[src/common/rv_consts.svh]
`ifndef RV_CONSTS_SVH
`define RV_CONSTS_SVH

// datapath and register file sizes
`define XLEN        32
`define REG_COUNT   32
`define SHAMT_W     5
`define FLAG_COUNT  4

// major opcodes handled by the core
`define OPC_OP      7'b0110011
`define OPC_OP_IMM  7'b0010011

// funct3 codes shared by the register and immediate groups
`define F3_ADD_SUB  3'b000
`define F3_SLL      3'b001
`define F3_SLT      3'b010
`define F3_SLTU     3'b011
`define F3_XOR      3'b100
`define F3_SRL_SRA  3'b101
`define F3_OR       3'b110
`define F3_AND      3'b111

// funct7 values, bit 30 picks sub and sra
`define FUNCT7_BASE 7'b0000000
`define FUNCT7_ALT  7'b0100000

// flag vector bit positions
`define FLAG_OV     0
`define FLAG_CY     1
`define FLAG_Z      2
`define FLAG_N      3

`endif
[src/common/rv_pkg.sv]
`include "rv_consts.svh"

package rv_pkg;

    // one data word: operands, results, immediates
    typedef logic [`XLEN-1:0] word_t;

    // register index
    typedef logic [$clog2(`REG_COUNT)-1:0] reg_addr_t;

    // raw instruction word
    typedef logic [31:0] instr_t;

    // overflow, carry, zero, negative from bit 0 upward
    typedef logic [`FLAG_COUNT-1:0] alu_flags_t;

    // alu operation select
    typedef enum logic [3:0] {
        alu_add  = 4'd0,
        alu_sub  = 4'd1,
        alu_slt  = 4'd2,
        alu_sltu = 4'd3,
        alu_and  = 4'd4,
        alu_or   = 4'd5,
        alu_xor  = 4'd6,
        alu_sll  = 4'd7,
        alu_srl  = 4'd8,
        alu_sra  = 4'd9
    } alu_op_t;

endpackage

[src/hdl/exec_core.sv]
module exec_core (
    input  logic                clk,
    input  logic                arst_n,
    input  logic                instr_valid,
    input  rv_pkg::instr_t      instr,
    output logic                illegal,
    output logic                result_valid,
    output rv_pkg::reg_addr_t   result_rd,
    output rv_pkg::word_t       result,
    output rv_pkg::alu_flags_t  result_flags
);

    // decoder outputs, valid during cycle 1
    logic                dec_valid;
    rv_pkg::alu_op_t     dec_op;
    rv_pkg::reg_addr_t   dec_rs1;
    rv_pkg::reg_addr_t   dec_rs2;
    rv_pkg::reg_addr_t   dec_rd;
    logic                dec_use_imm;
    rv_pkg::word_t       dec_imm;

    // register file read data
    rv_pkg::word_t       rdata1;
    rv_pkg::word_t       rdata2;

    // alu side
    rv_pkg::word_t       op_b;
    rv_pkg::word_t       alu_res;
    rv_pkg::alu_flags_t  alu_flags;

    instr_decode u_decode (
        .clk         (clk),
        .arst_n      (arst_n),
        .instr_valid (instr_valid),
        .instr       (instr),
        .dec_valid   (dec_valid),
        .illegal     (illegal),
        .dec_op      (dec_op),
        .dec_rs1     (dec_rs1),
        .dec_rs2     (dec_rs2),
        .dec_rd      (dec_rd),
        .dec_use_imm (dec_use_imm),
        .dec_imm     (dec_imm)
    );

    // write back at the end of cycle 1 so the next instruction reads it
    reg_file u_regs (
        .clk     (clk),
        .arst_n  (arst_n),
        .rs1     (dec_rs1),
        .rs2     (dec_rs2),
        .rdata1  (rdata1),
        .rdata2  (rdata2),
        .wr_en   (dec_valid),
        .wr_addr (dec_rd),
        .wr_data (alu_res)
    );

    // immediate group replaces rs2
    assign op_b = dec_use_imm ? dec_imm : rdata2;

    alu u_alu (
        .a     (rdata1),
        .b     (op_b),
        .op    (dec_op),
        .res   (alu_res),
        .flags (alu_flags)
    );

    // result register, reported even for rd = x0
    always_ff @(posedge clk or negedge arst_n) begin
        if (!arst_n) begin
            result_valid <= 1'b0;
            result_rd    <= '0;
            result       <= '0;
            result_flags <= '0;
        end else begin
            result_valid <= dec_valid;
            if (dec_valid) begin
                result_rd    <= dec_rd;
                result       <= alu_res;
                result_flags <= alu_flags;
            end
        end
    end

endmodule

[src/hdl/reg_file.sv]
`include "rv_consts.svh"

module reg_file (
    input  logic                clk,
    input  logic                arst_n,
    input  rv_pkg::reg_addr_t   rs1,
    input  rv_pkg::reg_addr_t   rs2,
    output rv_pkg::word_t       rdata1,
    output rv_pkg::word_t       rdata2,
    input  logic                wr_en,
    input  rv_pkg::reg_addr_t   wr_addr,
    input  rv_pkg::word_t       wr_data
);

    // x0 has no storage
    rv_pkg::word_t regs [1:`REG_COUNT-1];

    always_ff @(posedge clk or negedge arst_n) begin
        if (!arst_n) begin
            for (int i = 1; i < `REG_COUNT; i++) begin
                regs[i] <= '0;
            end
        end else if (wr_en && (wr_addr != '0)) begin
            regs[wr_addr] <= wr_data;
        end
    end

    // combinational reads, x0 forced to zero
    assign rdata1 = (rs1 == '0) ? '0 : regs[rs1];
    assign rdata2 = (rs2 == '0) ? '0 : regs[rs2];

endmodule

[src/hdl/instr_decode.sv]
`include "rv_consts.svh"

module instr_decode (
    input  logic                clk,
    input  logic                arst_n,
    input  logic                instr_valid,
    input  rv_pkg::instr_t      instr,
    output logic                dec_valid,
    output logic                illegal,
    output rv_pkg::alu_op_t     dec_op,
    output rv_pkg::reg_addr_t   dec_rs1,
    output rv_pkg::reg_addr_t   dec_rs2,
    output rv_pkg::reg_addr_t   dec_rd,
    output logic                dec_use_imm,
    output rv_pkg::word_t       dec_imm
);

    // instruction fields
    logic [6:0]         opcode;
    logic [2:0]         funct3;
    logic [6:0]         funct7;
    logic               alt;
    logic               f7_known;

    // decode result before the output registers
    rv_pkg::alu_op_t    op_c;
    logic               legal_c;
    logic               use_imm_c;
    rv_pkg::word_t      imm_c;

    assign opcode   = instr[6:0];
    assign funct3   = instr[14:12];
    assign funct7   = instr[31:25];
    assign alt      = (funct7 == `FUNCT7_ALT);
    assign f7_known = (funct7 == `FUNCT7_BASE) || alt;

    always_comb begin
        op_c      = rv_pkg::alu_add;
        legal_c   = 1'b0;
        use_imm_c = 1'b0;
        imm_c     = {{(`XLEN-12){instr[31]}}, instr[31:20]};

        // funct3 to the base operation, alt forms patched below
        case (funct3)
            `F3_ADD_SUB: op_c = alt ? rv_pkg::alu_sub : rv_pkg::alu_add;
            `F3_SLL:     op_c = rv_pkg::alu_sll;
            `F3_SLT:     op_c = rv_pkg::alu_slt;
            `F3_SLTU:    op_c = rv_pkg::alu_sltu;
            `F3_XOR:     op_c = rv_pkg::alu_xor;
            `F3_SRL_SRA: op_c = alt ? rv_pkg::alu_sra : rv_pkg::alu_srl;
            `F3_OR:      op_c = rv_pkg::alu_or;
            default:     op_c = rv_pkg::alu_and;
        endcase

        case (opcode)
            `OPC_OP: begin
                // alt marker only on add/sub and srl/sra
                if (alt) begin
                    legal_c = (funct3 == `F3_ADD_SUB) || (funct3 == `F3_SRL_SRA);
                end else begin
                    legal_c = f7_known;
                end
            end
            `OPC_OP_IMM: begin
                use_imm_c = 1'b1;
                case (funct3)
                    `F3_ADD_SUB: begin
                        // no subi exists, upper bits are immediate so always addi
                        op_c    = rv_pkg::alu_add;
                        legal_c = 1'b1;
                    end
                    `F3_SLL: begin
                        legal_c = (funct7 == `FUNCT7_BASE);
                        imm_c   = {{(`XLEN-`SHAMT_W){1'b0}}, instr[24:20]};
                    end
                    `F3_SRL_SRA: begin
                        legal_c = f7_known;
                        imm_c   = {{(`XLEN-`SHAMT_W){1'b0}}, instr[24:20]};
                    end
                    default: begin
                        legal_c = 1'b1;
                    end
                endcase
            end
            default: begin
                legal_c = 1'b0;
            end
        endcase
    end

    // strobes
    always_ff @(posedge clk or negedge arst_n) begin
        if (!arst_n) begin
            dec_valid <= 1'b0;
            illegal   <= 1'b0;
        end else begin
            dec_valid <= instr_valid & legal_c;
            illegal   <= instr_valid & ~legal_c;
        end
    end

    // decoded fields, only meaningful while dec_valid is high
    always_ff @(posedge clk) begin
        if (instr_valid) begin
            dec_op      <= op_c;
            dec_rs1     <= instr[19:15];
            dec_rs2     <= instr[24:20];
            dec_rd      <= instr[11:7];
            dec_use_imm <= use_imm_c;
            dec_imm     <= imm_c;
        end
    end

endmodule

[src/alu/alu.sv]
`include "rv_consts.svh"

module alu (
    input  rv_pkg::word_t      a,
    input  rv_pkg::word_t      b,
    input  rv_pkg::alu_op_t    op,
    output rv_pkg::word_t      res,
    output rv_pkg::alu_flags_t flags
);

    // adder operand and carry in
    rv_pkg::word_t      b_op;
    logic               cin;

    // 33-bit sum, top bit is carry out
    logic [`XLEN:0]     sum;
    rv_pkg::word_t      s;
    logic               co;

    // overflow of whatever the adder did this cycle
    logic               add_ov;
    logic               is_arith;
    logic               is_cmp;
    logic [`SHAMT_W-1:0] shamt;

    // sub, slt and sltu all run the adder as a - b
    always_comb begin
        b_op = b;
        cin  = 1'b0;
        case (op)
            rv_pkg::alu_sub,
            rv_pkg::alu_slt,
            rv_pkg::alu_sltu: begin
                b_op = ~b;
                cin  = 1'b1;
            end
            default: begin
                b_op = b;
                cin  = 1'b0;
            end
        endcase
    end

    assign sum = {1'b0, a} + {1'b0, b_op} + {{`XLEN{1'b0}}, cin};
    assign s   = sum[`XLEN-1:0];
    assign co  = sum[`XLEN];

    // same-sign inputs giving a different-sign sum
    // b_op is already inverted for the subtract forms
    assign add_ov = (a[`XLEN-1] == b_op[`XLEN-1]) && (s[`XLEN-1] != a[`XLEN-1]);

    // RV32I shifts only look at the low five bits
    assign shamt = b[`SHAMT_W-1:0];

    always_comb begin
        case (op)
            rv_pkg::alu_add,
            rv_pkg::alu_sub: begin
                res = s;
            end
            rv_pkg::alu_slt: begin
                // signed less-than, sign corrected by the overflow
                res = {{(`XLEN-1){1'b0}}, s[`XLEN-1] ^ add_ov};
            end
            rv_pkg::alu_sltu: begin
                // no borrow out means a >= b
                res = {{(`XLEN-1){1'b0}}, ~co};
            end
            rv_pkg::alu_and: begin
                res = a & b;
            end
            rv_pkg::alu_or: begin
                res = a | b;
            end
            rv_pkg::alu_xor: begin
                res = a ^ b;
            end
            rv_pkg::alu_sll: begin
                res = a << shamt;
            end
            rv_pkg::alu_srl: begin
                res = a >> shamt;
            end
            rv_pkg::alu_sra: begin
                res = rv_pkg::word_t'($signed(a) >>> shamt);
            end
            default: begin
                res = '0;
            end
        endcase
    end

    // which ops report overflow and carry
    assign is_arith = (op == rv_pkg::alu_add) || (op == rv_pkg::alu_sub);
    assign is_cmp   = (op == rv_pkg::alu_slt) || (op == rv_pkg::alu_sltu);

    assign flags[`FLAG_OV] = add_ov & is_arith;
    assign flags[`FLAG_CY] = co & (is_arith | is_cmp);
    assign flags[`FLAG_Z]  = ~(|res);
    assign flags[`FLAG_N]  = res[`XLEN-1];

endmodule

[config.mk]
export PLATFORM = sky130hd
export DESIGN_NAME = exec_core
export DESIGN_NICKNAME = d
export VERILOG_FILES = /design/src/common/rv_pkg.sv /design/src/hdl/exec_core.sv /design/src/hdl/reg_file.sv /design/src/hdl/instr_decode.sv /design/src/alu/alu.sv
export VERILOG_INCLUDE_DIRS = /design/src /design/src/common
export SDC_FILE = /design/constraint.sdc
export NUM_CORES = 2
export LEC_CHECK = 0
export ABC_AREA = 1
export BUFFER_PORTS_ARGS = -buffer_cell sky130_fd_sc_hd__buf_2
export CAP_MARGIN = 25
export CORE_MARGIN = 1.5
export CORE_UTILIZATION = 60
export DETAILED_ROUTE_END_ITERATION = 10
export HOLD_SLACK_MARGIN = 0.03
export PLACE_DENSITY_LB_ADDON = 0.12
export SYNTH_ARGS = -nofsm -noshare
export SYNTH_HDL_FRONTEND = slang
export SYNTH_HIERARCHICAL = 1
export SYNTH_SLANG_ARGS = --single-unit
[constraint.sdc]
create_clock -name clk -period 7.4 [get_ports clk]
set_input_delay 0.74 -clock clk [delete_from_list [all_inputs] [get_ports clk]]
set_output_delay 0.74 -clock clk [all_outputs]
set_load 0.05 [all_outputs]
==> results.txt <==
final setup violating endpoints = 0
Area growth, synth to finish = 7.11%
sequential-to-total area share from yosys stat = 38.1%
main combinational cell family by area after synthesis = simple AND/OR/NAND/NOR gates
result of the run = completed
total CTS buffers = 115
Std-Cell Core Area = 116000 um2
highest attainable clock frequency = 147 MHz
Post-CTS Setup Repair Bufs = 0
summed negative setup slack over all endpoints = 0 ns
Synth area leader = dfrtp_1
most used cells in the layout excluding fill and tap cells = 5289 x nand2_1, 1504 x nand3_1, 1035 x dfrtp_1
adder and majority gate portion of the synthesized area = 1.77%
syn_nets = 11400
worst IR drop on VDD = 0.195 mV
post-route clock period utilization = 92.0%
maximum number of pins on one net before global-route repair = 171
count of cell types in the netlist = 54
setup skew after layout = 0.0970 ns
share of post-route cells with drive strength above 1 = 5.47%
Root Buffer = clkbuf_16
CP arrival = 7.37 ns
Buffers on Ports = 77
number of cell instances on the worst register-to-register path = 27
setup repair after global routing missed its margin = false
Reg2Reg Setup Slack = 0.60 ns
mean instance size in the synthesized netlist = 6.22 um2
wire per inst = 23.6 um
post-route minimum period = 6.80 ns
CTS tree = built
Crit Path Category = register to register
endpoint of the most critical register-to-register path = u_regs/regs[219]$_DFFE_PN0P_
residual overflow from global routing = 0
Max Buffers Root-to-Sink = 3
leakage power summed over all cells = 39.1 nW
most common library cell in the layout ignoring fill and taps = nand2_1
PD cells = 215 nW/um2
worst skew pair latency = 0.80 ns
number of top-level design ports = 78
antenna violations before repair = 14
destination of the critical timing path = u_regs/regs[219]$_DFFE_PN0P_
crit path launch = u_decode/dec_rs2[0]$_DFFE_PP_
Die Width = 345 um
per-cell via count in the routed design = 6.16
weighted congestion reported at the end of routability-driven placement = 1.05
worst reg2reg path startpoint = u_decode/dec_rs2[0]$_DFFE_PP_
final WL = 295000 um
DIE HEIGHT = 345 um
hold crit path type = primary input to register
number of DRC violations after detailed-routing iteration 0 = 11800
count of synthesis-stage warnings from yosys = 6
utilization of the core after routing = 64.8%
fraction of synthesized area in multiplexers = 0.0143%
Total Routing Usage GR = 48.6%
H-tree levels = 3
Final Slew Violations = 0
synthesis-stage register bit count = 1063
top post-synthesis cells by area = dfrtp_1 37%, nand2_1 28%, nand3_1 11%, inv_1 5.4%, o21ai_0 4.4%
clock sink total = 1063
number of cells produced by synthesis = 11300
placed wire-length estimate = 182000 um
pin slew with the least headroom to its limit = 1.17 ns
maximum fanout encountered on the critical timing path = 73
first-pass GRT wire length = 443000 um
antenna-violating nets left = 0
layout net count = 11000
share of Yosys cell area claimed by the top area cell type = 36.9%
Worst Path Required = 7.97 ns
total power = 16.2 mW
final hold vios = 0
startpoint kind of the worst setup timing path = register
number of global-route vias before repair = 72600
post-synthesis xor/xnor area fraction = 0.424%
share of synthesized cell area in and, or, nand and nor gates = 42.2%
routed vias = 77100
number of rows in the core area = 125
relative slew slack = 22.2%
clock transition at the register clock pins on the worst setup and hold paths after CTS = 0.06 ns
effective utilization at floorplan = 60.5%
area of the mapped netlist = 70200 um2
first drt pass iteration count = 7
compound-gate portion of the synthesized area = 7.12%
Worst Setup End Kind = register
total of max-cap violations = 0
DIE AREA = 119000 um2
DRC viols = 0
## registers in the layout, indices dropped and copies added (netlist names)
signal,flops
u_regs/regs,992
result,32
u_decode/dec_imm,8
result_rd,5
u_decode/dec_rd,5
u_decode/dec_rs1,5
result_flags,4
u_decode/dec_op,4
u_decode/dec_rs2,4
result_valid,1
u_decode/dec_use_imm,1
u_decode/dec_valid,1
u_decode/illegal,1
## Yosys cell counts (all sizes together)
master   instances
o21bai           5
nand4           16
mux2i            1
clkbuf         500
or2              7
xnor2            1
clkinv           2
a21oi          287
a22o             1
ha              98
a221oi           1
nor2           372
o211ai          15
edfxtp          27
xor2            33
o21ai          641
o2111ai          5
o211a            2
a21o             1
and2             8
and3             1
a21boi           1
a211oi           4
fa               1
inv           1046
a31oi            4
nor4             2
nand2         5340
nand3         1518
buf            274
o22ai            2
o21a             4
dfrtp         1036
nand3b           8
nor3            23
## critical path, stage by stage, from the launching register on
cell and delay, ns:
edfxtp_1 0.62, inv_8 0.32, nor2_4 0.17, buf_4 0.35, buf_4 0.66, nand2_1 0.11
nand3_1 0.13, nand3_1 0.11, nand3_1 0.10, nand2_1 0.24, nand2_1 0.20, nand2_1 0.10
inv_1 0.10, xor2_1 0.08, ha_1 0.40, nand2_1 0.13, nor2_1 0.29, nand3_1 0.20
inv_1 0.09, nand2_1 0.07, nand2_1 0.12, nand3_1 0.18, a21oi_1 0.18, nor2_1 0.09
nor2_1 0.43, inv_1 0.12, inv_1 0.70, o21ai_0 0.23
## how the worst min path moves through the flow
stage	start	to	slack [ns]	cells past startpoint
floorplan	arst_n	result[0]$_DFFE_PN0P_	0.44	0
global placement	result[4]$_DFFE_PN0P_	result[4]$_DFFE_PN0P_	0.45	2
detailed placement	result[9]$_DFFE_PN0P_	result[9]$_DFFE_PN0P_	0.45	2
CTS	instr[15]	u_decode/dec_rs1[0]$_DFFE_PP_	0.11	1
global route	instr[16]	u_decode/dec_rs1[1]$_DFFE_PP_	0.13	1
finish	instr[15]	u_decode/dec_rs1[0]$_DFFE_PP_	0.12	1
## routing by layer
| metal | part of all wire, % | track usage [%] | vias to the layer above |
|---|---|---|---|
| li1 | - | - | 34200 |
| met1 | 36 | 61.5 | 35300 |
| met2 | 42 | 72.2 | 6132 |
| met3 | 13 | 11.2 | 1521 |
| met4 | 8.9 | 37.7 | 10 |
| met5 | 0.023 | 0 | - |
## report_power, final
| part | total, mW | leakage (nW) | internal [mW] | switching [mW] |
|---|---|---|---|---|
| clock network | 6.17 | 1.97 | 3.52 | 2.65 |
| registers | 5.92 | 14.7 | 5.87 | 0.0429 |
| logic | 4.08 | 22.4 | 0.892 | 3.19 |
## cell type report
type	instances	area (um2)
fill	10600	40800
tap	1524	1910
sequential	1063	26700
clock inverter	59	729
clock buffer	157	3300
inverter	1048	3980
multi-input combinational	8402	36400
antenna	7	17.5
timing repair buffer	269	2180
## cells by family (layout without fill, tap and decap cells)
family,after synthesis,count (layout)
mux,1,1
flops,1063,1063
buf+inv,1822,1533
simple gates,7295,7295
fa+ha+maj,99,99
xor+xnor,34,34
compound gates,973,973
other cells,0,7
## metrics by stage
| step | instance area, um2 | std cells | setup slack [ns] | hold slack [ns] |
|---|---|---|---|---|
| after floorplan | 70200 | 11300 | 2.82 | 0.441 |
| after global placement | 71100 | 12300 | 0.982 | 0.449 |
| after detailed placement | 71200 | 12300 | 1.00 | 0.453 |
| after CTS | 75200 | 12500 | 0.981 | 0.105 |
| after global routing | 75200 | 12500 | 0.491 | 0.128 |
| final | 75200 | 12500 | 0.596 | 0.121 |
## repair_timing
action,in CTS,in global routing
resized for setup,0,0
hold buffers,1,0
hold endpoints to repair,6,0
No activity file was read; power rests on OpenSTA's default activity.
